`src/common/cpu_pkg.sv`:
```
package cpu_pkg;

    // Machine widths
    localparam int XLEN     = 64;
    localparam int ILEN     = 32;
    localparam int NUM_REGS = 32;
    localparam int REG_AW   = 5;
    localparam int PC_STEP  = 4;

    // Controller phases, every instruction walks FETCH to COMPLETE
    typedef enum logic [2:0] {
        PREPARE,
        FETCH,
        LOAD_IR,
        EXEC,
        COMPLETE,
        HALT
    } ctrl_state_e;

    // Decoded instruction
    typedef enum logic [3:0] {
        OP_ADD,
        OP_ADDI,
        OP_SUB,
        OP_AND,
        OP_OR,
        OP_XOR,
        OP_SLL,
        OP_SRL,
        OP_LUI,
        OP_LD,
        OP_SD,
        OP_BEQ,
        OP_JAL,
        OP_ILLEGAL
    } op_e;

    typedef enum logic [2:0] {
        ALU_ADD,
        ALU_SUB,
        ALU_AND,
        ALU_OR,
        ALU_XOR,
        ALU_SLL,
        ALU_SRL,
        ALU_PASS_B
    } alu_op_e;

    typedef enum logic {
        OP2_REG,
        OP2_IMM
    } op2_sel_e;

    // Register writeback source
    typedef enum logic [1:0] {
        WB_ALU,
        WB_MEM,
        WB_PC4
    } wb_sel_e;

    typedef enum logic [1:0] {
        PC_SEQ,
        PC_BRANCH,
        PC_JUMP
    } pc_sel_e;

    typedef struct packed {
        op_e               op;
        logic [REG_AW-1:0] rs1;
        logic [REG_AW-1:0] rs2;
        logic [REG_AW-1:0] rd;
        logic [XLEN-1:0]   imm;
    } decoded_t;

    typedef struct packed {
        alu_op_e  alu_op;
        op2_sel_e op2_sel;
        logic     reg_we;
        wb_sel_e  wb_sel;
        logic     pc_en;
        pc_sel_e  pc_sel;
    } datapath_ctrl_t;

    // Single memory port, read data comes back one cycle later
    typedef struct packed {
        logic            cs;
        logic            we;
        logic [XLEN-1:0] addr;
        logic [XLEN-1:0] wdata;
    } mem_req_t;

endpackage

```
`src/control/ctrl_fsm.sv`:
```
module ctrl_fsm (
    input  logic                     clk,
    input  logic                     arst_n,
    input  cpu_pkg::decoded_t        dec,
    input  logic [cpu_pkg::XLEN-1:0] pc,
    input  logic [cpu_pkg::XLEN-1:0] alu_result,
    input  logic [cpu_pkg::XLEN-1:0] rs2_data,
    output cpu_pkg::datapath_ctrl_t  ctrl,
    output logic                     ir_load,
    output cpu_pkg::mem_req_t        mem_req,
    output logic                     halted
);

    cpu_pkg::ctrl_state_e state;
    cpu_pkg::ctrl_state_e next_state;
    logic                 writes_rd;

    always_ff @(posedge clk or negedge arst_n) begin
        if (!arst_n) begin
            state <= cpu_pkg::PREPARE;
        end else begin
            state <= next_state;
        end
    end

    // An illegal word is caught once the IR holds it
    always_comb begin
        case (state)
            cpu_pkg::PREPARE:  next_state = cpu_pkg::FETCH;
            cpu_pkg::FETCH:    next_state = cpu_pkg::LOAD_IR;
            cpu_pkg::LOAD_IR:  next_state = cpu_pkg::EXEC;
            cpu_pkg::EXEC:     next_state = (dec.op == cpu_pkg::OP_ILLEGAL) ?
                                            cpu_pkg::HALT : cpu_pkg::COMPLETE;
            cpu_pkg::COMPLETE: next_state = cpu_pkg::FETCH;
            default:           next_state = cpu_pkg::HALT;
        endcase
    end

    // Per-opcode datapath selections, held stable across EXEC and COMPLETE
    always_comb begin
        ctrl.alu_op  = cpu_pkg::ALU_ADD;
        ctrl.op2_sel = cpu_pkg::OP2_REG;
        ctrl.wb_sel  = cpu_pkg::WB_ALU;
        ctrl.pc_sel  = cpu_pkg::PC_SEQ;
        writes_rd    = 1'b1;
        case (dec.op)
            cpu_pkg::OP_ADDI: ctrl.op2_sel = cpu_pkg::OP2_IMM;
            cpu_pkg::OP_SUB:  ctrl.alu_op = cpu_pkg::ALU_SUB;
            cpu_pkg::OP_AND:  ctrl.alu_op = cpu_pkg::ALU_AND;
            cpu_pkg::OP_OR:   ctrl.alu_op = cpu_pkg::ALU_OR;
            cpu_pkg::OP_XOR:  ctrl.alu_op = cpu_pkg::ALU_XOR;
            cpu_pkg::OP_SLL:  ctrl.alu_op = cpu_pkg::ALU_SLL;
            cpu_pkg::OP_SRL:  ctrl.alu_op = cpu_pkg::ALU_SRL;
            cpu_pkg::OP_LUI: begin
                ctrl.alu_op  = cpu_pkg::ALU_PASS_B;
                ctrl.op2_sel = cpu_pkg::OP2_IMM;
            end
            cpu_pkg::OP_LD: begin
                ctrl.op2_sel = cpu_pkg::OP2_IMM;
                ctrl.wb_sel  = cpu_pkg::WB_MEM;
            end
            cpu_pkg::OP_SD: begin
                ctrl.op2_sel = cpu_pkg::OP2_IMM;
                writes_rd    = 1'b0;
            end
            cpu_pkg::OP_BEQ: begin
                // Equality test through the subtractor
                ctrl.alu_op = cpu_pkg::ALU_SUB;
                ctrl.pc_sel = cpu_pkg::PC_BRANCH;
                writes_rd   = 1'b0;
            end
            cpu_pkg::OP_JAL: begin
                ctrl.wb_sel = cpu_pkg::WB_PC4;
                ctrl.pc_sel = cpu_pkg::PC_JUMP;
            end
            cpu_pkg::OP_ILLEGAL: writes_rd = 1'b0;
            default: ctrl.alu_op = cpu_pkg::ALU_ADD;
        endcase
        ctrl.reg_we = (state == cpu_pkg::COMPLETE) && writes_rd;
        ctrl.pc_en  = (state == cpu_pkg::COMPLETE);
    end

    // Fetch in FETCH, data access in EXEC
    always_comb begin
        mem_req.cs    = 1'b0;
        mem_req.we    = 1'b0;
        mem_req.addr  = pc;
        mem_req.wdata = rs2_data;
        if (state == cpu_pkg::FETCH) begin
            mem_req.cs = 1'b1;
        end else if (state == cpu_pkg::EXEC) begin
            mem_req.addr = alu_result;
            mem_req.cs   = (dec.op == cpu_pkg::OP_LD) || (dec.op == cpu_pkg::OP_SD);
            mem_req.we   = (dec.op == cpu_pkg::OP_SD);
        end
    end

    assign ir_load = (state == cpu_pkg::LOAD_IR);
    assign halted  = (state == cpu_pkg::HALT);

endmodule

```
`config.mk`:
```
export PLATFORM = sky130hd
export DESIGN_NAME = ctrl_fsm
export DESIGN_NICKNAME = d
export VERILOG_FILES = /design/src/common/cpu_pkg.sv /design/src/control/ctrl_fsm.sv
export SDC_FILE = /design/constraint.sdc
export NUM_CORES = 1
export LEC_CHECK = 0
export BUFFER_PORTS_ARGS = -buffer_cell sky130_fd_sc_hd__buf_4
export CAP_MARGIN = 15
export CORE_AREA = 3 3 161 163
export DETAILED_ROUTE_END_ITERATION = 12
export DIE_AREA = 0 0 164 166
export GPL_TIMING_DRIVEN = 0
export HOLD_SLACK_MARGIN = 0.05
export PLACE_DENSITY = 0.33
export REMOVE_ABC_BUFFERS = 1
export SETUP_SLACK_MARGIN = 0.3
export SLEW_MARGIN = 20
export SYNTH_ARGS = -nofsm -noshare
export SYNTH_HDL_FRONTEND = slang
export SYNTH_SLANG_ARGS = --single-unit
```
`constraint.sdc`:
```
create_clock -name clk -period 2.49 [get_ports clk]
set_input_delay 0.249 -clock clk [delete_from_list [all_inputs] [get_ports clk]]
set_output_delay 0.249 -clock clk [all_outputs]
set_load 0.01 [all_outputs]
```
==> impl_results.rst <==
.. list-table::
   :header-rows: 1

   * - Metric
     - Value
   * - Peak supply drop
     - 0.0001971 V
   * - Number of buffers on the longest clock path
     - 2
   * - Sw frac
     - 0.3655
   * - Endpoint type of the worst setup path
     - output pin
   * - Area inside the core boundary
     - 24,460 µm²
   * - Most used flip-flop cell after synthesis
     - dfrtp_1
   * - Finished Layout Cells
     - 661
   * - Seq cells post-synth
     - 3
   * - Number of setup violations in the final report
     - 0
   * - Total of buffers placed on input and output ports
     - about 210
   * - Type of element launching the critical path
     - register
   * - Worst EP arrival
     - around 1.8 ns
   * - Power Dens Cells
     - approximately 620 nW/µm²
   * - Share of post-route cells with drive strength above 1
     - 0.8783
   * - Critical path class
     - register to output pin
   * - Synth async-reset ratio
     - 1.000
   * - Total global routing track utilization
     - 0.1025
   * - Cell area after placement
     - 3221 µm²
   * - DRC violations left
     - 0
   * - Number of buffer and inverter stages on the critical path
     - 2
   * - Syn_area_per_cell
     - 9.801 µm²
   * - Shortest period the worst path allows
     - 2.074 ns
   * - CP max stage delay
     - 0.64 ns
   * - Post-placement cell count
     - 641
   * - Setup TNS
     - 0 ns
   * - Diodes inserted
     - 0
   * - Unrepaired setup endpoints after global routing
     - false
   * - Largest register by flop count
     - state
   * - Yosys top cell area share
     - 0.4170
   * - Global placement routability congestion
     - ~0.75
   * - Sequential element share of the synthesized area
     - 0.04255
   * - Clock sinks
     - 3
   * - EDFF count, synth
     - 0
   * - Switching power
     - 0.7994 mW
   * - Number of iterations in the first detailed-routing pass
     - 4
   * - GR Overflow Total
     - 0
   * - CTS tree
     - built
   * - Clk pin slew, worst setup/hold paths
     - 0.03 ns
   * - Number of standard-cell rows in the floorplan
     - 57
   * - Main area contributors after synthesis
     - mux2_4, buf_4, mux2_2, dfrtp_1, buf_6
   * - Worst min-delay path category
     - input pin to asynchronous set/reset pin
   * - Worst hold margin
     - 0.3607 ns
   * - Worst-skew pair later-pin latency
     - 0.22 ns
   * - Critical path, cell by cell
     - nand2_8, clkbuf_16, mux2_4, buf_4
   * - Final Instance Area
     - 3517 µm²
   * - Actual slew at the worst max-slew pin
     - 0.5989 ns
   * - DRT Wirelength
     - around 16,000 µm
   * - Root buffer cell
     - clkbuf_16
   * - Sequential Power Share
     - 0.059
   * - Synth unique cells
     - 25
   * - Largest register FFs
     - 3
   * - Post-detailed-placement half-perimeter wirelength
     - around 14,000 µm
   * - Detailed Route Iter0 Violations
     - 24
   * - Die Width
     - 164 µm
   * - Count of nets after finishing
     - a little over 600
   * - Final cell utilization of the core
     - 0.1438
   * - Leak
     - 1.828 nW
   * - Total count of max-transition violations in the final report
     - 0
   * - Die ar.
     - between 20,000 and 30,000 µm²
   * - Die Y
     - 166 µm
   * - Critical-path top delay cell
     - dfrtp_1
   * - Layout area overhead
     - 99.36%
   * - Boundary pin count
     - about 420
   * - Number of global-route vias before repair
     - ~2,000
   * - Number of antenna violations at the first check in global routing
     - 0
   * - Maximum number of pins on one net before global-route repair
     - 22
   * - H-Tree Depth
     - 1
   * - Tcrit/Tclk final
     - 0.8331
   * - MaxCap Viol Count
     - 0
   * - Leading post-synthesis cells by instance count
     - buf_4, mux2_4, mux2_2
   * - Worst setup skew after layout
     - 0.0007837 ns
   * - Global-route wire length before repair
     - ~19,000 µm
   * - Fin. Hold Viols
     - 0
   * - Data required time at the worst endpoint
     - about 2.2 ns
   * - Worst slew margin
     - 0.5999
   * - Count of warnings emitted by yosys
     - 0
   * - DRT antenna net count
     - 0
   * - Largest regs
     - state (3)
   * - Cell type group with the largest total delay on the critical path
     - flip-flops
   * - Post-synthesis cell area
     - between 1500 and 2000 µm²
   * - Total vias in the final route
     - approximately 2,000
   * - Relative contribution of the clock network to total power
     - 0.116
   * - Synth Instances
     - between 150 and 200
   * - Vias/cell
     - 3.091
   * - Post-place setup slack
     - 0.2928 ns
   * - Routed length per placed instance
     - 24.17 µm
   * - Initial core utilization
     - 0.07212
   * - Combinational share of power
     - 0.825
   * - Maximum clock frequency
     - roughly 480 MHz
   * - Status
     - completed
   * - Internal portion of total power
     - 1.388 mW
   * - Final worst setup slack
     - 0.4157 ns
   * - Total CTS buffers
     - 3
   * - Largest area contributor in the synthesized netlist
     - mux2_4
   * - Crit path max fanout
     - 14
   * - Most frequent cell after synthesis
     - buf_4
   * - Overall power
     - 2.187 mW
path summary, 6_finish.rpt:
path,from,endpoint,slack [ns],cells past startpoint
min,arst_n,state[2],0.36,2
max in group asynchronous,arst_n,state[1],2.04,2
min in group clk,dec[81],state[0],0.38,3
max reg2reg,state[1],state[2],1.42,1
max,state[1],mem_req[107],0.42,4
min reg2reg,state[2],state[1],0.52,1
area by class of cell:
class	count	area, µm²
Sequential cell	3	75.07
Fill cell	2762	20950
Multi-Input combinational cell	102	1147
Tap cell	324	405.4
Clock buffer	4	78.83
Timing Repair Buffer	227	1807
Inverter	1	3.754
cells in the final DEF (no fill, tap or decap), drive strengths merged, types with 2 or more instances in the layout:
cell,n
clkbuf,7
o21ai,5
dfrtp,3
a21oi,3
and3,2
mux2,64
nor3,3
nand2b,3
buf,223
nand2,7
nor2b,2
nor3b,2
nor2,3
what timing repair did:
item	4_1_cts	5_1_grt
hold buffers	1	0
endpoints found under the setup margin	42	42
gates cloned	2	5
gates resized for setup	4	0
buffers inserted	0	8
hold endpoints to repair	3	0
power by group through the flow:
stage          Combinational, mW  Clock [mW]  Sequential [mW]
6_report                    1.80       0.253            0.129
5_1_grt                     1.92       0.263            0.138
4_1_cts                     1.64       0.257            0.131
3_5_place_dp                1.53           0            0.116
3_3_place_gp                1.65           0            0.113
2_1_floorplan              0.910           0            0.103
cells by family (layout without fill, tap and decap cells):
| group | count (synthesis) | count (layout) | synth area share |
|---|---|---|---|
| adders and majority gates | 1 | 1 | 0.005674 |
| muxes | 64 | 64 | 0.5128 |
| buffers and inverters | 76 | 232 | 0.3241 |
| AOI/OAI and AO/OA | 10 | 10 | 0.03191 |
| xor gates and xnor gates | 2 | 2 | 0.009931 |
| and+or+nand+nor | 24 | 25 | 0.07304 |
| DFF | 3 | 3 | 0.04255 |
metal layers:
metal / up-vias / share of wire / GRT usage
met5: - / 0.0036 / 0.02000
met4: 2 / 0.015 / 0.01655
met3: 13 / 0.20 / 0.08431
met2: 278 / 0.57 / 0.2170
met1: 878 / 0.22 / 0.06021
li1: 872 / - / -
(Power assumes the default switching activity.)
