`src/common/cpu_pkg.sv`:
```
package cpu_pkg;

    // Machine widths
    localparam int XLEN     = 64;
    localparam int ILEN     = 32;
    localparam int NUM_REGS = 32;
    localparam int REG_AW   = 5;
    localparam int PC_STEP  = 4;

    // Controller phases, every instruction walks FETCH to COMPLETE
    typedef enum logic [2:0] {
        PREPARE,
        FETCH,
        LOAD_IR,
        EXEC,
        COMPLETE,
        HALT
    } ctrl_state_e;

    // Decoded instruction
    typedef enum logic [3:0] {
        OP_ADD,
        OP_ADDI,
        OP_SUB,
        OP_AND,
        OP_OR,
        OP_XOR,
        OP_SLL,
        OP_SRL,
        OP_LUI,
        OP_LD,
        OP_SD,
        OP_BEQ,
        OP_JAL,
        OP_ILLEGAL
    } op_e;

    typedef enum logic [2:0] {
        ALU_ADD,
        ALU_SUB,
        ALU_AND,
        ALU_OR,
        ALU_XOR,
        ALU_SLL,
        ALU_SRL,
        ALU_PASS_B
    } alu_op_e;

    typedef enum logic {
        OP2_REG,
        OP2_IMM
    } op2_sel_e;

    // Register writeback source
    typedef enum logic [1:0] {
        WB_ALU,
        WB_MEM,
        WB_PC4
    } wb_sel_e;

    typedef enum logic [1:0] {
        PC_SEQ,
        PC_BRANCH,
        PC_JUMP
    } pc_sel_e;

    typedef struct packed {
        op_e               op;
        logic [REG_AW-1:0] rs1;
        logic [REG_AW-1:0] rs2;
        logic [REG_AW-1:0] rd;
        logic [XLEN-1:0]   imm;
    } decoded_t;

    typedef struct packed {
        alu_op_e  alu_op;
        op2_sel_e op2_sel;
        logic     reg_we;
        wb_sel_e  wb_sel;
        logic     pc_en;
        pc_sel_e  pc_sel;
    } datapath_ctrl_t;

    // Single memory port, read data comes back one cycle later
    typedef struct packed {
        logic            cs;
        logic            we;
        logic [XLEN-1:0] addr;
        logic [XLEN-1:0] wdata;
    } mem_req_t;

endpackage

```
`src/datapath/pc_unit.sv`:
```
module pc_unit (
    input  logic                     clk,
    input  logic                     arst_n,
    input  cpu_pkg::datapath_ctrl_t  ctrl,
    input  logic [cpu_pkg::XLEN-1:0] imm,
    input  logic                     alu_zero,
    output logic [cpu_pkg::XLEN-1:0] pc
);

    logic [cpu_pkg::XLEN-1:0] pc_seq;
    logic [cpu_pkg::XLEN-1:0] pc_target;
    logic [cpu_pkg::XLEN-1:0] pc_next;

    assign pc_seq    = pc + cpu_pkg::PC_STEP;
    assign pc_target = pc + imm;

    always_comb begin
        case (ctrl.pc_sel)
            cpu_pkg::PC_JUMP:   pc_next = pc_target;
            cpu_pkg::PC_BRANCH: pc_next = alu_zero ? pc_target : pc_seq;
            default:            pc_next = pc_seq;
        endcase
    end

    always_ff @(posedge clk or negedge arst_n) begin
        if (!arst_n) begin
            pc <= '0;
        end else if (ctrl.pc_en) begin
            pc <= pc_next;
        end
    end

endmodule

```
`config.mk`:
```
export PLATFORM = sky130hd
export DESIGN_NAME = pc_unit
export DESIGN_NICKNAME = d
export VERILOG_FILES = /design/src/common/cpu_pkg.sv /design/src/datapath/pc_unit.sv
export SDC_FILE = /design/constraint.sdc
export NUM_CORES = 1
export LEC_CHECK = 0
export BUFFER_PORTS_ARGS = -buffer_cell sky130_fd_sc_hd__buf_2
export CAP_MARGIN = 20
export CORE_ASPECT_RATIO = 0.75
export CORE_UTILIZATION = 40
export CTS_CLUSTER_SIZE = 12
export DETAILED_ROUTE_END_ITERATION = 10
export PLACE_DENSITY = 0.73
export RECOVER_POWER = 50
export SETUP_SLACK_MARGIN = 0.15
export SLEW_MARGIN = 20
export SYNTH_ARGS = -nofsm -noshare
export SYNTH_HDL_FRONTEND = slang
export SYNTH_SLANG_ARGS = --single-unit
```
`constraint.sdc`:
```
create_clock -name clk -period 9.1 [get_ports clk]
set_clock_uncertainty 0.2 [all_clocks]
set_input_delay 0.91 -clock clk [delete_from_list [all_inputs] [get_ports clk]]
set_output_delay 0.91 -clock clk [all_outputs]
set_load 0.01 [all_outputs]
```
==> impl_metrics.toml, run 1 <==
[finish]
fin_nets = 1274
drive_above_1_share_pct = 13.13
layout_common_cells = "127 x nand2_1, 118 x o21ai_0, 101 x a21oi_1, 101 x buf_2, 66 x ha_1"
top_register = "pc"
reg_top3 = "pc x64"
antenna_cells = 0
largest_reg_flops = 64
final_common_cell = "nand2_1"
finalCoreUtilization_pct = 46.58
syn2layout_area_growth_pct = 13.50

[sta]
relSlewSlack_pct = -138.5
hold_violations = 0
setup_tns_ns = 0
fmax_ghz = 0.2113
period_share_pct = 52.00
finalSetupViolCount = 0
post-route-min-period_ns = 4.732
slew_viol_final = 65
fin_ws_ns = 4.368
rsz0062_at_grt = "false"
worst_pin_slew_ns = 3.577

[min_path]
hold_class = "reg -> reg"

[clock_network]
clkSlewWorstSetupHoldPaths_ns = 0.05
postCtsSetupRepairBufs = 0
root_buffer = "clkbuf_16"
cts_sinks = 64
max-clock-path-buffers = 2
hold_buffers = 0
h-tree-depth = 3
numCtsBuffers = 9
cts_resized = 0
insertion_delay_ns = 0.34
cts_tree = "yes"

[die]
die_h_um = 121.5
design.die.area_um2 = 19610
io_pins = 141
core_um2 = 18560
placementRows = 43
initial_utilization_pct = 41.04
die_x_um = 161.3

[global_routing]
grt_pass1_wl_um = 38430
grt_max_degree = 74
antenna_found_initial = 0
overflow = 0
grt_usage_pct = 24.25
grt_pass1_vias = 7519

[critical_path]
cp-start-kind = "primary input"
reg2reg_to = "pc[60]"
crit_path_end = "pc[60]"
criticalPathCategory = "in -> reg"
crit_fanout = 5
end_kind = "register"
cp.required_ns = 9.08
ff2ff_path_depth = 14
r2r-start = "pc[0]"
arrival_ns = 4.71
worstSetupStartpoint = "imm[0]"
regToRegSetupSlack_ns = 4.63

[place]
pre_cts_ws_ns = 4.111
place.port_buffers = 133
hpwl_um = 17900
gp_congestion = 0.9971

[synth]
ys_async_sr_fraction_pct = 100.0
ys.flop_type = "dfrtp_1"
synth_nets = 1169
synth_enable_flop_cells = 0
synth-warning-count = 0
synth.avg_cell_area_um2 = 7.432
syn-cell-area_um2 = 7617
synth_cell_type_count = 72
synth-seq-cells = 64
synth-seq-area-share_pct = 21.02
syn_inst = 1025

[detailed_routing]
via_count = 8379
via_per_inst = 6.063
post_drt_wl_per_cell_um = 17.28
ant_nets = 0
drc_errors = 0
first_pass_iters = 5
wirelength_um = 23890
drtIter0Drc = 857

[pwr]
powerDensity_nw_per_um2 = 275.7
leakagePower_nw = 3.851
ir_worst_vdd_v = 0.0001393

[run_status]
violations = "capacitance limit, slew limit"
status = "finished, violations left"

[run]
max-cap-violations = 1
[worst max-delay path: stages]
cell	delay, ns
buf_2	0.09
ha_1	0.18
inv_1	0.06
fa_1	0.40
nor2b_1	0.19
o211ai_1	0.10
a21boi_1	0.21
o21a_1	0.38
o211ai_1	0.22
a2111oi_2	0.64
nor2_1	0.22
o31ai_1	0.60
a41oi_1	0.24
xor2_1	0.20
o21ai_1	0.08
[logic make-up (layout without fill, tap and decap cells)]
kind of cell	after synthesis	in the layout	synth area share (%)
flip-flops	64	64	21.03
AND/OR/NAND/NOR	378	378	24.21
adder cells (fa/ha/maj)	67	67	11.10
AO/OA/AOI/OAI	382	382	31.98
multiplexers	1	1	0.1478
XOR/XNOR	57	57	6.554
buffers and inverters	76	186	4.977
[synthesized netlist by cell type, types with 4 or more instances]
master    count  area, µm²
nor4_1       17      106.4
o221ai_1      5      43.79
a22o_1       15      131.4
xor2_1       20      175.2
nand4_1      25      156.4
dfrtp_1      64       1602
inv_1        31      116.4
o22ai_1       6      37.54
nor3b_1       4      30.03
o31ai_1       4      30.03
and3_1       24      150.1
a21oi_1     101      505.5
ha_1         66      825.8
a22oi_1       4      30.03
o32ai_1      10      87.58
a211oi_1      4      30.03
a31oi_1       8      50.05
a221oi_1      6      52.55
a32oi_1       5      43.79
xnor2_1      37      324.1
o21a_1       12      90.09
nor2b_1      13      81.33
nand2_1     127      476.7
a21o_1       31      232.7
nand3_1      47      235.2
nor2_1       64      240.2
o21bai_1     17      127.6
o211ai_1      6      45.04
buf_1         6      22.52
clkbuf_8      6      82.58
o21ai_0     118      590.6
clkbuf_1     28      105.1
nand2b_1      7      43.79
nor3_1       24      120.1
[stage by stage]
step	hold slack [ns]	std cells	instance area, µm²	total power, mW
finish	0.3414	1382	8646	2.384
global route	0.3560	1382	8646	2.571
floorplan	0.3482	1025	7617	1.594
CTS	0.3406	1382	8690	2.373
detailed placement	0.3285	1366	8382	2.006
global placement	0.3233	1366	8382	1.980
[how the worst min path moves through the flow]
stage	startpoint	to	slack [ns]	cells past startpoint
final	pc[1]	pc[1]	0.34	2
after global placement	pc[1]	pc[1]	0.32	2
after detailed placement	pc[0]	pc[0]	0.33	1
after global routing	pc[0]	pc[0]	0.36	1
after CTS	pc[0]	pc[0]	0.34	1
after floorplan	pc[1]	pc[1]	0.35	2
[power breakdown]
group | total [mW] | internal (mW) | switching, mW
combinational | 1.42 | 0.579 | 0.842
sequential | 0.607 | 0.387 | 0.220
clock | 0.356 | 0.226 | 0.130
total | 2.38 | 1.19 | 1.19
[final cells by class]
class / count / area [µm²]
clock buffer: 11 / 252.7
multi-input combinational: 885 / 5644
timing repair buffer: 139 / 666.9
fill: 1897 / 9916
sequential: 64 / 1602
inverter: 31 / 116.4
clock inverter: 5 / 55.05
tap: 247 / 309.0
[routing by layer]
layer	wire, µm	global-route usage (%)	vias up
met5	0	0	-
met4	114	3.597	0
met3	2288	4.204	10
met2	9718	34.99	398
met1	11760	37.69	3921
li1	-	-	4050
Note: power is estimated with default switching activity, not from simulation.
==> inputs of run 2 (changes only) <==
==> constraint.sdc (replaced) <==
create_clock -name clk -period 4.9 [get_ports clk]
set_clock_uncertainty 0.2 [all_clocks]
set_input_delay 0.49 -clock clk [delete_from_list [all_inputs] [get_ports clk]]
set_output_delay 0.49 -clock clk [all_outputs]
set_load 0.01 [all_outputs]
==> run 2 against run 1 <==
  * The run still ends with capacitance limit, slew limit left
  * Hold slack worse by 0.0017 ns
  * Worst setup slack worse by 3.8 ns
  * Cell count rose by 0.36%
  * Sequential share of layout area down 0.056 points
  * Total power grew 87%
  * Combinational power is 90% higher
==> impl_metrics.toml, run 2 (same netlist as run 1, synthesis figures left out) <==
[clock_network]
cts_tree = "yes"
h-tree-depth = 3
numCtsBuffers = 9
insertion_delay_ns = 0.34
postCtsSetupRepairBufs = 0
cts_sinks = 64
max-clock-path-buffers = 2
root_buffer = "clkbuf_16"
cts_resized = 0
hold_buffers = 0
clkSlewWorstSetupHoldPaths_ns = 0.05

[sta]
post-route-min-period_ns = 4.294
slew_viol_final = 67
rsz0062_at_grt = "false"
period_share_pct = 87.62
setup_tns_ns = 0
hold_violations = 0
finalSetupViolCount = 0
worst_pin_slew_ns = 1.938
fmax_ghz = 0.2329
relSlewSlack_pct = -29.18

[global_routing]
grt_pass1_wl_um = 39370
overflow = 0
grt_usage_pct = 24.97
grt_max_degree = 73
antenna_found_initial = 0
grt_pass1_vias = 7609

[critical_path]
cp.required_ns = 4.94
crit_fanout = 5
regToRegSetupSlack_ns = 0.61
path_delay_family = "compound AO/OA/AOI/OAI gates"
end_kind = "register"
arrival_ns = 4.33
cp-start-kind = "register"
path_buf_inv = 1
cp_cell_sequence = "ha_1 > inv_1 > fa_1 > nor2b_1 > o211ai_1 > a21boi_1 > o21a_1 > o211ai_1 > a2111oi_2 > nor2_1 > o31ai_1 > a41oi_1 > xor2_1 > o21ai_1"
cp_slowest_cell = "a2111oi_2"
criticalPathCategory = "reg -> reg"
slowest_delay_ns = 0.59
crit_top_cell = "o211ai_1"

[finish]
syn2layout_area_growth_pct = 13.85
top_register = "pc"
final_common_cell = "nand2_1"
fin_nets = 1279
antenna_cells = 0
instances_no_fill = 1387
finalCoreUtilization_pct = 46.72
reg_top3 = "pc x64"
layout_common_cells = "127 x nand2_1, 118 x o21ai_0, 101 x a21oi_1, 101 x buf_2, 66 x ha_1"
largest_reg_flops = 64
drive_above_1_share_pct = 13.25
final_area_um2 = 8672

[place]
place.port_buffers = 133
post_dp_cell_area_um2 = 8419
gp_congestion = 0.9132
hpwl_um = 18510
dp.cells = 1371

[pwr]
clock_power_share_pct = 14.8
p_switching_mw = 2.235
powerDensity_nw_per_um2 = 515.0
ir_worst_vdd_v = 0.0002469
internal_power_mw = 2.231
p_sw_share_pct = 50.05
leakagePower_nw = 3.876
sequentialPowerShare_pct = 24.7
combPwrFrac_pct = 60.6

[detailed_routing]
post_drt_wl_per_cell_um = 17.73
wirelength_um = 24590
first_pass_iters = 5
via_count = 8468
ant_nets = 0
via_per_inst = 6.105
drc_errors = 0
drtIter0Drc = 656

[run_status]
status = "finished, violations left"
violations = "capacitance limit, slew limit"

[die]
die_x_um = 161.3
initial_utilization_pct = 41.04
core_um2 = 18560
io_pins = 141
die_h_um = 121.5
design.die.area_um2 = 19610
placementRows = 43

[run]
max-cap-violations = 2

[min_path]
hold_class = "in -> reg"
## run 2: cell types whose count changed in the layout (fill, tap and decap cells not counted), sizes merged
cell      change
buf           +4
clkinvlp      -2
clkbuf        +3
## run 2: power by group through the flow
stage	Clock (mW)	Sequential, mW	Combinational [mW]
finish	0.660	1.10	2.70
global route	0.685	1.13	2.98
CTS	0.667	1.09	2.69
detailed placement	0	1.09	2.68
global placement	0	1.09	2.63
floorplan	0	1.08	1.88
## run 2: worst paths after layout
kind,from,endpoint,cells past startpoint
min in group asynchronous,arst_n,pc[3],1
max in group asynchronous,arst_n,pc[27],2
hold reg to reg,pc[0],pc[0],1
setup / recovery,pc[0],pc[60],14
setup reg to reg,pc[0],pc[60],14
hold / removal,imm[0],pc[0],3
## run 2: layout make-up
| cell class | count | area (µm²) |
|---|---|---|
| Sequential cell | 64 | 1602 |
| Tap cell | 247 | 309.0 |
| Timing Repair Buffer | 144 | 700.7 |
| Clock inverter | 3 | 40.04 |
| Inverter | 31 | 116.4 |
| Fill cell | 1936 | 9889 |
| Multi-Input combinational cell | 885 | 5644 |
| Clock buffer | 13 | 260.3 |
## run 2: worst reg2reg max path: stages, from the launching register on
cell and delay [ns]:
dfrtp_1 0.38, ha_1 0.21, inv_1 0.06, fa_1 0.39, nor2b_1 0.17, o211ai_1 0.10, a21boi_1 0.21, o21a_1 0.36
o211ai_1 0.24, a2111oi_2 0.59, nor2_1 0.21, o31ai_1 0.53, a41oi_1 0.23, xor2_1 0.18, o21ai_1 0.16
## run 2: through the flow
| stage | setup WS (ns) | hold slack (ns) | total power [mW] |
|---|---|---|---|
| after floorplan | 1.446 | -0.005591 | 2.960 |
| after global placement | 0.6149 | 0.3075 | 3.717 |
| after detailed placement | 0.4718 | 0.3274 | 3.770 |
| after CTS | 0.6492 | 0.06338 | 4.447 |
| after global routing | 0.3452 | 0.3479 | 4.804 |
| final | 0.6064 | 0.3397 | 4.466 |
## run 2: layer usage
metal,track usage (%),wire length (µm)
met1,38.48,12070
met4,3.656,148
met5,0,0
met3,5.024,2306
met2,35.94,10060
