## src/common/cpu_pkg.sv

```systemverilog
package cpu_pkg;

    // Machine widths
    localparam int XLEN     = 64;
    localparam int ILEN     = 32;
    localparam int NUM_REGS = 32;
    localparam int REG_AW   = 5;
    localparam int PC_STEP  = 4;

    // Controller phases, every instruction walks FETCH to COMPLETE
    typedef enum logic [2:0] {
        PREPARE,
        FETCH,
        LOAD_IR,
        EXEC,
        COMPLETE,
        HALT
    } ctrl_state_e;

    // Decoded instruction
    typedef enum logic [3:0] {
        OP_ADD,
        OP_ADDI,
        OP_SUB,
        OP_AND,
        OP_OR,
        OP_XOR,
        OP_SLL,
        OP_SRL,
        OP_LUI,
        OP_LD,
        OP_SD,
        OP_BEQ,
        OP_JAL,
        OP_ILLEGAL
    } op_e;

    typedef enum logic [2:0] {
        ALU_ADD,
        ALU_SUB,
        ALU_AND,
        ALU_OR,
        ALU_XOR,
        ALU_SLL,
        ALU_SRL,
        ALU_PASS_B
    } alu_op_e;

    typedef enum logic {
        OP2_REG,
        OP2_IMM
    } op2_sel_e;

    // Register writeback source
    typedef enum logic [1:0] {
        WB_ALU,
        WB_MEM,
        WB_PC4
    } wb_sel_e;

    typedef enum logic [1:0] {
        PC_SEQ,
        PC_BRANCH,
        PC_JUMP
    } pc_sel_e;

    typedef struct packed {
        op_e               op;
        logic [REG_AW-1:0] rs1;
        logic [REG_AW-1:0] rs2;
        logic [REG_AW-1:0] rd;
        logic [XLEN-1:0]   imm;
    } decoded_t;

    typedef struct packed {
        alu_op_e  alu_op;
        op2_sel_e op2_sel;
        logic     reg_we;
        wb_sel_e  wb_sel;
        logic     pc_en;
        pc_sel_e  pc_sel;
    } datapath_ctrl_t;

    // Single memory port, read data comes back one cycle later
    typedef struct packed {
        logic            cs;
        logic            we;
        logic [XLEN-1:0] addr;
        logic [XLEN-1:0] wdata;
    } mem_req_t;

endpackage

```

## src/control/instr_decoder.sv

```systemverilog
module instr_decoder (
    input  logic                     clk,
    input  logic                     arst_n,
    input  logic                     ir_load,
    input  logic [cpu_pkg::XLEN-1:0] mem_rdata,
    output cpu_pkg::decoded_t        dec
);

    logic [cpu_pkg::ILEN-1:0] ir;
    logic [6:0]               opcode;
    logic [2:0]               funct3;
    logic [6:0]               funct7;

    // Instruction register, cleared to an illegal word
    always_ff @(posedge clk or negedge arst_n) begin
        if (!arst_n) begin
            ir <= '0;
        end else if (ir_load) begin
            ir <= mem_rdata[cpu_pkg::ILEN-1:0];
        end
    end

    assign opcode  = ir[6:0];
    assign funct3  = ir[14:12];
    assign funct7  = ir[31:25];
    assign dec.rs1 = ir[19:15];
    assign dec.rs2 = ir[24:20];
    assign dec.rd  = ir[11:7];

    always_comb begin
        dec.op = cpu_pkg::OP_ILLEGAL;
        case (opcode)
            7'b0110011: begin
                if (funct7 == 7'b0000000) begin
                    case (funct3)
                        3'b000:  dec.op = cpu_pkg::OP_ADD;
                        3'b001:  dec.op = cpu_pkg::OP_SLL;
                        3'b100:  dec.op = cpu_pkg::OP_XOR;
                        3'b101:  dec.op = cpu_pkg::OP_SRL;
                        3'b110:  dec.op = cpu_pkg::OP_OR;
                        3'b111:  dec.op = cpu_pkg::OP_AND;
                        default: dec.op = cpu_pkg::OP_ILLEGAL;
                    endcase
                end else if (funct7 == 7'b0100000 && funct3 == 3'b000) begin
                    dec.op = cpu_pkg::OP_SUB;
                end
            end
            7'b0010011: if (funct3 == 3'b000) dec.op = cpu_pkg::OP_ADDI;
            7'b0000011: if (funct3 == 3'b011) dec.op = cpu_pkg::OP_LD;
            7'b0100011: if (funct3 == 3'b011) dec.op = cpu_pkg::OP_SD;
            7'b1100011: if (funct3 == 3'b000) dec.op = cpu_pkg::OP_BEQ;
            7'b1101111: dec.op = cpu_pkg::OP_JAL;
            7'b0110111: dec.op = cpu_pkg::OP_LUI;
            default:    dec.op = cpu_pkg::OP_ILLEGAL;
        endcase
    end

    // Immediate format follows the op, I-type otherwise
    always_comb begin
        case (dec.op)
            cpu_pkg::OP_SD:  dec.imm = {{52{ir[31]}}, ir[31:25], ir[11:7]};
            cpu_pkg::OP_BEQ: dec.imm = {{52{ir[31]}}, ir[7], ir[30:25], ir[11:8], 1'b0};
            cpu_pkg::OP_JAL: dec.imm = {{44{ir[31]}}, ir[19:12], ir[20], ir[30:21], 1'b0};
            cpu_pkg::OP_LUI: dec.imm = {{32{ir[31]}}, ir[31:12], 12'b0};
            default:         dec.imm = {{52{ir[31]}}, ir[31:20]};
        endcase
    end

endmodule

```

## config.mk

```make
export PLATFORM = sky130hd
export DESIGN_NAME = instr_decoder
export DESIGN_NICKNAME = d
export VERILOG_FILES = /design/src/common/cpu_pkg.sv /design/src/control/instr_decoder.sv
export SDC_FILE = /design/constraint.sdc
export NUM_CORES = 1
export LEC_CHECK = 0
export ABC_AREA = 1
export BUFFER_PORTS_ARGS = -buffer_cell sky130_fd_sc_hd__buf_2
export CORE_MARGIN = 3
export CORE_UTILIZATION = 47
export CTS_CLUSTER_DIAMETER = 200
export DETAILED_ROUTE_END_ITERATION = 8
export GPL_TIMING_DRIVEN = 0
export PLACE_DENSITY = 0.87
export SYNTH_ARGS = -nofsm -noshare
export SYNTH_HDL_FRONTEND = slang
export SYNTH_SLANG_ARGS = --single-unit
```

## constraint.sdc

```tcl
create_clock -name clk -period 3.24 [get_ports clk]
set_clock_uncertainty 0.05 [all_clocks]
set_input_delay 0.648 -clock clk [delete_from_list [all_inputs] [get_ports clk]]
set_output_delay 0.648 -clock clk [all_outputs]
set_load 0.05 [all_outputs]
```

==> results by group, run 1 <==
Min path
  • Worst Hold Class: in2async

Die
  • IO Count: 150
  • Initial Utilization: 49.92%
  • Core ar.: approximately 4900 um^2
  • Horiz. Die Dim: ~78 um
  • Site row count: 25
  • Die ar.: about 6100 um^2
  • Chip height: 78.00 um

Timing
  • Unrepaired setup endpoints after global routing: no
  • Final worst slack: around 0.50 ns
  • Max-Slew Margin vs Limit: between 50% and 60%
  • Fin. Hold Viols: 0
  • Tcrit/Tclk final: a little over four fifths
  • Fmax: 364.5 MHz
  • Worst-margin pin slew: just over 0.7 ns
  • Max Slew Vio Count: 0
  • Endpoints failing setup: 0
  • Worst hold margin: about 0.36 ns
  • Total negative slack: 0 ns
  • Minimum clock period: ~2.7 ns

Clocking
  • Root Buffer Master: clkbuf_8
  • Sink Count: 32
  • Hold Buf Count CTS: 0
  • Setup repair bufs after CTS: 0
  • CTS tree: done
  • Bufs on Longest Clock Path: 2
  • Clock transition at path regs: roughly 0.06 ns
  • Worst-Skew Late Latency: between 0.2 and 0.3 ns
  • TritonCTS buffer count: 5
  • H-tree depth: 2
  • Cts repair resizes: 0

Cells and area
  • Most frequent cells in the layout: buf_2 (117), nand2_1 (69), buf_4 (49)
  • Antenna fix cells: 0
  • Top Registers: ir x32
  • Non-filler cells, final: approximately 540
  • Net count, final: around 540
  • Final instance area: between 3000 and 4000 um^2
  • FILL cells: 435
  • Share of post-route cells with drive strength above 1: roughly 45%
  • Area grow syn2layout: 30.51%
  • Core Util, Final: approximately two thirds
  • Max FFs per register: 32
  • Largest Register: ir
  • Commonest non-fill, non-tap cell in the layout: buf_2

Critical path
  • CP peak stage delay: 0.79 ns
  • Reg2Reg Setup Slack: around 2.0 ns
  • Critical Path Start Type: flop
  • CP max-delay cell: dfrtp_2
  • Reg2Reg Depth: 2
  • CP required: 2.54 ns
  • R2R Path End: ir[31]$_DFFE_PN0P_
  • Endpoint class of the critical path: output pin
  • Kind of critical path: reg2out
  • Most frequent CP cell: nand2_1
  • Critical path arrival: between 2 and 2.5 ns
  • Crit Reg-Reg Startpoint: ir[31]$_DFFE_PN0P_
  • Cell Chain, Critical Path: inv_1 -> nand2_1 -> nor2_1 -> nand2_1 -> nand2_1 -> nor2_1 -> nor2_1 -> nand2_1 -> buf_2
  • Worst-path maximum fanout: 39

Global route
  • Largest net degree at the start of global routing: 40
  • Grt total ovfl: 0
  • Initial antenna violation count: 0
  • First-pass GRT wire length: about 10 mm
  • Vias in the first global route: approximately 2300
  • Total Routing Usage GR: a little over a fifth

Synth
  • Synth Instances: 349
  • Avg Cell Area, Syn: ~7.0 um^2
  • Cell Area, Synth: ~2400 um^2
  • Syn Nets: approximately 420
  • Synth warn: 0
  • Unique cell type count in the Yosys netlist: 21
  • Register area share after synthesis: between 30% and 40%
  • FF+latch count, synth: 32

Placement
  • Placed Cells: between 500 and 600
  • Gpl congestion: about 0.93
  • Hpwl dp: approximately 5.0 mm
  • Number of port buffers: 116
  • Cell Area, Placed: 3100 um^2
  • DP Worst Slack: between 0.4 and 0.5 ns

Run status
  • Status: completed

Drt
  • DRT Wirelength: 6.247 mm
  • WL per Instance: 11.59 um
  • Antenna-violating nets left: 0
  • Initial DRC Count: 94
  • Vias after detailed routing: between 2000 and 3000
  • Vias per cell: ~4.6
  • Drt drc: 0
  • Pre-antenna DRT Iters: 5

Job
  • Max_cap viols: 0

Pwr
  • Pwr Density: 458.8 nW/um^2
  • Pleak: about 1.8 nW
  • Design Power: about 1.5 mW
  • Maximum VDD drop: between 0.2 and 0.25 mV
## routing by layer
layer	wire length, um	GRT usage [%]	vias up
met2	3023	35.96	111
met5	0	0	-
met4	64	5.944	0
met3	598	6.381	7
met1	2560	26.17	1099
li1	-	-	1287
## layout make-up
| type | count | area (um^2) | area share [%] |
|---|---|---|---|
| plain buffers | 58 | 415.4 | 13.07 |
| clock buffers | 6 | 72.57 | 2.283 |
| clock inverters | 1 | 5.005 | 0.1574 |
| inverters | 38 | 142.6 | 4.486 |
| multi-input cells | 221 | 1077 | 33.88 |
| flip-flops and latches | 32 | 802.0 | 25.23 |
| well taps | 67 | 83.83 | 2.637 |
| repair buffers | 116 | 580.6 | 18.26 |
## cell usage after synthesis
master	count	area share, %
a21oi_1	1	0.21
buf_2	1	0.21
buf_4	49	15
buf_8	1	0.62
clkbuf_1	6	0.92
clkbuf_2	1	0.21
dfrtp_1	32	33
inv_1	35	5.4
inv_2	3	0.46
mux2_2	7	3.2
nand2_1	69	11
nand2_2	16	4.1
nand2_4	3	1.4
nand3_1	24	4.9
nand3_2	2	0.82
nor2_1	45	6.9
nor2_2	2	0.51
nor2_4	3	1.4
nor3_1	1	0.21
o21ai_0	47	9.7
o21ai_1	1	0.21
## report_power, final
part	leakage (nW)	internal, mW	switching (mW)
combinational	1.42	0.192	0.501
sequential	0.384	0.437	0.0411
clock	0.0410	0.146	0.142
total	1.85	0.775	0.684
## critical path: cells and delay by family (launching register included)
| kind | cells | cell delay, ns |
|---|---|---|
| flops | 1 | 0.79 |
| simple gates | 7 | 0.54 |
| buf+inv | 2 | 0.42 |
## how the worst max path moves through the flow
stage                                   from  endpoint  cells past startpoint
after floorplan            ir[4]$_DFFE_PN0P_   dec[12]                      7
after global placement    ir[31]$_DFFE_PN0P_   dec[81]                      9
after detailed placement  ir[31]$_DFFE_PN0P_   dec[81]                      9
after CTS                 ir[31]$_DFFE_PN0P_   dec[81]                      9
after global routing      ir[31]$_DFFE_PN0P_   dec[81]                      9
final                     ir[31]$_DFFE_PN0P_   dec[81]                      9
## logic make-up (layout without fill, tap and decap cells)
| family | after synthesis | in the layout | synth area share, % |
|---|---|---|---|
| AOI/OAI and AO/OA | 49 | 49 | 10.07 |
| muxes | 7 | 7 | 3.236 |
| buffers and inverters | 96 | 219 | 22.91 |
| and+or+nand+nor | 165 | 165 | 30.92 |
| DFF | 32 | 32 | 32.87 |
No activity file was read; power rests on OpenSTA's default activity.
==> run 2, diff against run 1 <==
- CORE_UTILIZATION: 47 -> 39
- PLACE_DENSITY: 0.87 -> 0.77
- clock period: 3.24 -> 2.2 ns (I/O delays scaled with it)
==> run 2 against run 1 <==
Clock power up 72%. The run now ends with setup timing left. Highest routed layer unchanged. Global-route usage down 1.4 points. Non-clock buffer count up 27. Critical endpoint is now dec[30].
==> results by group, run 2 (synthesis results as in run 1) <==
Clocking
  • CTS tree: done (unchanged)
  • TritonCTS buffer count: 5 (unchanged)
  • Bufs on Longest Clock Path: 2 (unchanged)
  • Clock transition at path regs: 0.06 ns (about the same)
  • Hold Buf Count CTS: 0 (unchanged)
  • H-tree depth: 2 (unchanged)
  • Root Buffer Master: clkbuf_8 (unchanged)
  • Sink Count: 32 (unchanged)
  • Worst-Skew Late Latency: 0.29 ns (was 0.28 ns)

Pwr
  • Pwr Density: 615.3 nW/um^2 (was 458.8 nW/um^2)
  • Switching share of total power: 44.95% (was 46.90%)
  • Pint: 1.365 mW (was 0.7746 mW)
  • Pleak: 2.148 nW (was 1.846 nW)
  • Clock network power share: 19.9% (was 19.7%)
  • Flop pwr share: 28.3% (was 32.7%)
  • Net switching power: 1.114 mW (was 0.6841 mW)
  • Maximum VDD drop: 0.3994 mV (was 0.2299 mV)
  • Comb pwr share: 51.8% (was 47.5%)

Cells and area
  • Core Util, Final: 67.25% (was 65.15%)
  • Non-filler cells, final: 574 (was 539)
  • Share of post-route cells with drive strength above 1: 59.32% (was 44.70%)
  • Top Registers: ir x32 (unchanged)
  • Largest Register: ir (unchanged)
  • Net count, final: 566 (was 539)
  • Commonest non-fill, non-tap cell in the layout: buf_2 (unchanged)
  • Max FFs per register: 32 (unchanged)
  • Area grow syn2layout: 65.38% (was 30.51%)
  • Most frequent cells in the layout: buf_2 (81), buf_4 (71), nand2_1 (54) (was buf_2 (117), nand2_1 (69), buf_4 (49))
  • Antenna fix cells: 0 (unchanged)

Placement
  • Number of port buffers: 116 (unchanged)
  • Placed Cells: 540 (was 532)
  • Gpl congestion: 0.9049 (was 0.9282)
  • Hpwl dp: 5.123 mm (was 4.981 mm)

Critical path
  • Reg2Reg Depth: 2 (unchanged)
  • CP peak stage delay: 0.42 ns (was 0.79 ns)
  • Top Family by Delay on Critical Path: simple AND/OR/NAND/NOR gates (was flip-flops)
  • CP required: 1.71 ns (was 2.54 ns)
  • Endpoint class of the critical path: output pin (unchanged)
  • Kind of critical path: reg2out (unchanged)
  • Critical path arrival: 1.80 ns (was 2.05 ns)
  • CP max-delay cell: dfrtp_1 (was dfrtp_2)
  • Worst path buffer plus inverter count: 3 (was 2)
  • Critical Path Start Type: flop (unchanged)
  • Cell Chain, Critical Path: inv_2 -> nand3_2 -> nor2_4 -> nand3_2 -> nand2_2 -> buf_6 -> nor2_1 -> nand2_1 -> buf_6 (was inv_1 -> nand2_1 -> nor2_1 -> nand2_1 -> nand2_1 -> nor2_1 -> nor2_1 -> nand2_1 -> buf_2)
  • Worst-path maximum fanout: 10 (was 39)
  • R2R Path End: ir[0]$_DFFE_PN0P_ (was ir[31]$_DFFE_PN0P_)
  • Reg2Reg Setup Slack: 1.26 ns (was 1.96 ns)
  • Crit Reg-Reg Startpoint: ir[0]$_DFFE_PN0P_ (was ir[31]$_DFFE_PN0P_)

Drt
  • Vias after detailed routing: 2752 (was 2504)
  • WL per Instance: 14.40 um (was 11.59 um)
  • Vias per cell: 4.794 (was 4.646)
  • Antenna-violating nets left: 0 (unchanged)
  • Initial DRC Count: 144 (was 94)
  • Drt drc: 0 (unchanged)
  • Pre-antenna DRT Iters: 4 (was 5)
  • DRT Wirelength: 8.267 mm (was 6.247 mm)

Global route
  • First-pass GRT wire length: 11.56 mm (was 10.42 mm)
  • Grt total ovfl: 0 (unchanged)
  • Total Routing Usage GR: 19.83% (was 21.25%)
  • Initial antenna violation count: 0 (unchanged)
  • Largest net degree at the start of global routing: 33 (was 40)
  • Vias in the first global route: 2589 (was 2290)

Die
  • Initial Utilization: 40.66% (was 49.92%)
  • Chip height: 85.04 um (was 78.00 um)
  • Site row count: 28 (was 25)
  • Horiz. Die Dim: 85.04 um (was 78.00 um)
  • Core ar.: 5991 um^2 (was 4880 um^2)
  • Die ar.: 7231 um^2 (was 6083 um^2)
  • IO Count: 150 (unchanged)

Timing
  • Max-Slew Margin vs Limit: 50.44% (was 52.74%)
  • Minimum clock period: approximately 2.3 ns
  • Fin. Hold Viols: 0 (unchanged)
  • Final worst slack: -0.09253 ns (was 0.4966 ns)
  • Unrepaired setup endpoints after global routing: yes (was no)
  • Endpoints failing setup: 22 (was 0)
  • Worst hold margin: 0.1619 ns (was 0.3613 ns)
  • Fmax: between 400 and 500 MHz
  • Worst-margin pin slew: 0.7435 ns (was 0.7090 ns)
  • Total negative slack: -1.054 ns (was 0 ns)
  • Max Slew Vio Count: 0 (unchanged)
  • Tcrit/Tclk final: 104.2%

Run status
  • Failing checks: setup timing
  • Status: finished with violations (was completed)

Min path
  • Worst Hold Class: in2async (unchanged)

Job
  • Max_cap viols: 0 (unchanged)
run 2: changes by cell type in the layout (fill, tap and decap cells not counted), moves of 7 or more:
cell	before	now
buf_2	117	81
buf_6	0	26
buf_4	49	71
nand2_4	3	19
nor2_1	45	29
nand2_1	69	54
o21ai_0	47	32
buf_8	1	15
nor2_2	2	13
o21ai_2	0	10
inv_1	35	28
run 2: cell type report:
type / count / area [um^2]
buffer: 58 / 435.4
clock buffer: 7 / 96.34
sequential: 32 / 808.3
tap: 75 / 93.84
fill: 467 / 1962
inverter: 38 / 151.4
multi-input combinational: 221 / 1348
timing repair buffer: 143 / 1096
run 2: power by group through the flow:
stage / combinational [mW] / clock [mW] / sequential [mW]
after detailed placement: 1.03 / 0 / 0.715
final: 1.28 / 0.494 / 0.700
after global routing: 1.35 / 0.529 / 0.708
after CTS: 1.17 / 0.501 / 0.691
after global placement: 1.02 / 0 / 0.710
after floorplan: 0.816 / 0 / 0.699
run 2: timing repair:
item,4_1_cts,5_1_grt
pin swaps,8,15
cloned,1,1
endpoints found under the setup margin,35,35
setup buffers,16,10
endpoints found under the hold margin,0,0
gates resized for setup,86,108
run 2: worst max path at each step:
stage	end	startpoint	slack, ns	cells past startpoint
after floorplan	dec[12]	ir[4]$_DFFE_PN0P_	-0.34	7
after global placement	dec[81]	ir[31]$_DFFE_PN0P_	0.04	9
after detailed placement	dec[81]	ir[31]$_DFFE_PN0P_	-0.04	9
after CTS	dec[30]	ir[2]$_DFFE_PN0P_	-0.06	9
after global routing	dec[25]	ir[4]$_DFFE_PN0P_	-0.19	10
final	dec[30]	ir[6]$_DFFE_PN0P_	-0.09	9
run 2: metrics by stage:
step | worst slack, ns | total power [mW] | cell area, um^2
5_1_grt | -0.1908 | 2.583 | 4029
3_5_place_dp | -0.03544 | 1.744 | 3112
6_report | -0.09253 | 2.479 | 4029
4_1_cts | -0.06356 | 2.363 | 3591
2_1_floorplan | -0.3404 | 1.515 | 2437
3_3_place_gp | 0.04395 | 1.728 | 3112
run 2: layer usage:
| metal | share of wire, % | track usage, % |
|---|---|---|
| met5 | 0 | 0 |
| met3 | 7.2 | 5.825 |
| met1 | 38 | 22.50 |
| met4 | 1.3 | 5.324 |
| met2 | 54 | 36.02 |
==> run 3, diff against run 2 <==
- CAP_MARGIN: default -> 30
- REMOVE_ABC_BUFFERS: default -> 1
- SKIP_LAST_GASP: default -> 1
==> run 3 against run 2 <==
The run still ends with setup timing left. Via count shrank 11%. Maximum frequency grew 1.2%. Register-to-register slack is essentially flat. Critical path depth shrank 1. First-iteration DRC count shrank 34%. Cell count shrank 11%. Combinational power shrank 16%. Critical endpoint is now dec[27]. Largest cell class is now multi-input combinational cells.
==> results by group, run 3 (synthesis results as in run 1) <==
Clocking
  • Bufs on Longest Clock Path: 2 (unchanged)
  • Hold Buf Count CTS: 0 (unchanged)
  • Sink Count: 32 (unchanged)
  • Worst-Skew Late Latency: 0.28 ns (was 0.29 ns)
  • Root Buffer Master: clkbuf_8 (unchanged)
  • Clock transition at path regs: 0.07 ns (was 0.06 ns)
  • TritonCTS buffer count: 5 (unchanged)
  • CTS tree: done (unchanged)
  • H-tree depth: 2 (unchanged)

Critical path
  • Kind of critical path: reg2out (unchanged)
  • CP required: 1.71 ns (about the same)
  • Worst-path maximum fanout: 7 (was 10)
  • Reg2Reg Depth: 3 (was 2)
  • Endpoint class of the critical path: output pin (unchanged)
  • Critical Path Start Type: flop (unchanged)
  • Critical path arrival: 1.78 ns (was 1.80 ns)

Placement
  • DP Worst Slack: -0.3759 ns (was -0.03544 ns)
  • Hpwl dp: 4.591 mm (was 5.123 mm)
  • Number of port buffers: 117 (was 116)
  • Cell Area, Placed: 2700 um^2 (was 3112 um^2)
  • Gpl congestion: 0.7981 (was 0.9049)
  • Placed Cells: 483 (was 540)

Timing
  • Final worst slack: -0.06566 ns (was -0.09253 ns)
  • Fin. Hold Viols: 0 (unchanged)
  • Worst-margin pin slew: 0.8768 ns (was 0.7435 ns)
  • Tcrit/Tclk final: 103.0% (was 104.2%)
  • Minimum clock period: 2.266 ns (was 2.293 ns)
  • Endpoints failing setup: 23 (was 22)
  • Total negative slack: -0.6380 ns (was -1.054 ns)
  • Max Slew Vio Count: 0 (unchanged)
  • Max-Slew Margin vs Limit: 41.55% (was 50.44%)
  • Worst hold margin: 0.1666 ns (was 0.1619 ns)
  • Fmax: 441.4 MHz (was 436.2 MHz)
  • Unrepaired setup endpoints after global routing: yes (unchanged)

Pwr
  • Design Power: 2.230 mW (was 2.479 mW)
  • Pwr Density: 670.7 nW/um^2 (was 615.3 nW/um^2)
  • Pint: 1.189 mW (was 1.365 mW)
  • Switching share of total power: 46.65% (was 44.95%)
  • Comb pwr share: 48.1% (was 51.8%)
  • Clock network power share: 21.1% (was 19.9%)
  • Maximum VDD drop: 0.3821 mV (was 0.3994 mV)
  • Pleak: 1.791 nW (was 2.148 nW)
  • Flop pwr share: 30.9% (was 28.3%)
  • Net switching power: 1.040 mW (was 1.114 mW)

Global route
  • Total Routing Usage GR: 17.64% (was 19.83%)
  • Vias in the first global route: 2238 (was 2589)
  • Largest net degree at the start of global routing: 58 (was 33)
  • Grt total ovfl: 0 (unchanged)
  • Initial antenna violation count: 0 (unchanged)
  • First-pass GRT wire length: 10.35 mm (was 11.56 mm)

Die
  • Die ar.: 7231 um^2 (unchanged)
  • IO Count: 150 (unchanged)
  • Initial Utilization: 40.66% (unchanged)
  • Horiz. Die Dim: 85.04 um (unchanged)
  • Site row count: 28 (unchanged)
  • Chip height: 85.04 um (unchanged)
  • Core ar.: 5991 um^2 (unchanged)

Job
  • Max_cap viols: 0 (unchanged)

Cells and area
  • Commonest non-fill, non-tap cell in the layout: buf_2 (unchanged)
  • Non-filler cells, final: 508 (was 574)
  • Most frequent cells in the layout: buf_2 (83), nand2_1 (61), o21ai_0 (42) (was buf_2 (81), buf_4 (71), nand2_1 (54))
  • Antenna fix cells: 0 (unchanged)
  • FILL cells: 577 (was 467)
  • Share of post-route cells with drive strength above 1: 48.73% (was 59.32%)
  • Max FFs per register: 32 (unchanged)
  • Largest Register: ir (unchanged)
  • Net count, final: 499 (was 566)
  • Final instance area: 3324 um^2 (was 4029 um^2)
  • Area grow syn2layout: 36.47% (was 65.38%)
  • Top Registers: ir x32 (unchanged)
  • Core Util, Final: 55.49% (was 67.25%)

Run status
  • Status: finished with violations (unchanged)
  • Failing checks: setup timing (unchanged)

Drt
  • Pre-antenna DRT Iters: 4 (unchanged)
  • WL per Instance: 13.31 um (was 14.40 um)
  • Drt drc: 0 (unchanged)
  • DRT Wirelength: 6.761 mm (was 8.267 mm)
  • Vias per cell: 4.831 (was 4.794)
  • Initial DRC Count: 95 (was 144)
  • Vias after detailed routing: 2454 (was 2752)
  • Antenna-violating nets left: 0 (unchanged)

Min path
  • Worst Hold Class: in2async (unchanged)
[run 3: cell types whose count changed in the layout (fill, tap and decap cells not counted), sizes merged]
cell	delta
buf	-62
clkbuf	-6
nand2	+2
[run 3: final timing paths]
path | slack, ns | startpoint | endpoint
max in group asynchronous | 1.39 | arst_n | ir[31]$_DFFE_PN0P_
max reg2reg | 1.26 | ir[14]$_DFFE_PN0P_ | ir[14]$_DFFE_PN0P_
min in group clk | 0.31 | mem_rdata[6] | ir[6]$_DFFE_PN0P_
min reg2reg | 0.48 | ir[0]$_DFFE_PN0P_ | ir[0]$_DFFE_PN0P_
max | -0.07 | ir[5]$_DFFE_PN0P_ | dec[27]
min | 0.17 | arst_n | ir[21]$_DFFE_PN0P_
[run 3: repair_timing]
| item | 4_1_cts | 5_1_grt |
|---|---|---|
| endpoints found under the setup margin | 68 | 35 |
| hold endpoints to repair | 0 | 0 |
| setup buffers | 12 | 3 |
| pin swaps | 9 | 12 |
| gates resized for setup | 77 | 58 |
| gates cloned | 1 | 1 |
[run 3: power by group through the flow]
stage	logic [mW]	registers, mW	clock network (mW)
floorplan	0.391	0.991	0
global placement	0.897	0.705	0
detailed placement	0.904	0.709	0
CTS	1.03	0.686	0.485
global route	1.13	0.695	0.511
finish	1.07	0.688	0.470
[run 3: cell type report]
cell class	count	area (um^2)	share of cell area (%)
multi-input combinational	223	1240	37.30
timing repair buffer	132	945.9	28.45
sequential	32	805.8	24.24
inverter	38	148.9	4.479
tap	75	93.84	2.823
clock buffer	8	90.09	2.710
[run 3: critical path, cell delays in order, from the launching register on]
cell,delay [ns]
dfrtp_2,0.47
nand3_1,0.12
inv_2,0.06
nand2_4,0.10
nand2_4,0.08
nor2_4,0.26
nand2_4,0.14
nand2_2,0.10
buf_6,0.16
[run 3: routing by layer]
metal  GRT usage [%]  wire length [um]
met1           20.42              2647
met2           32.63              3520
met5               0                 0
met4           4.173                63
met3           4.078               529
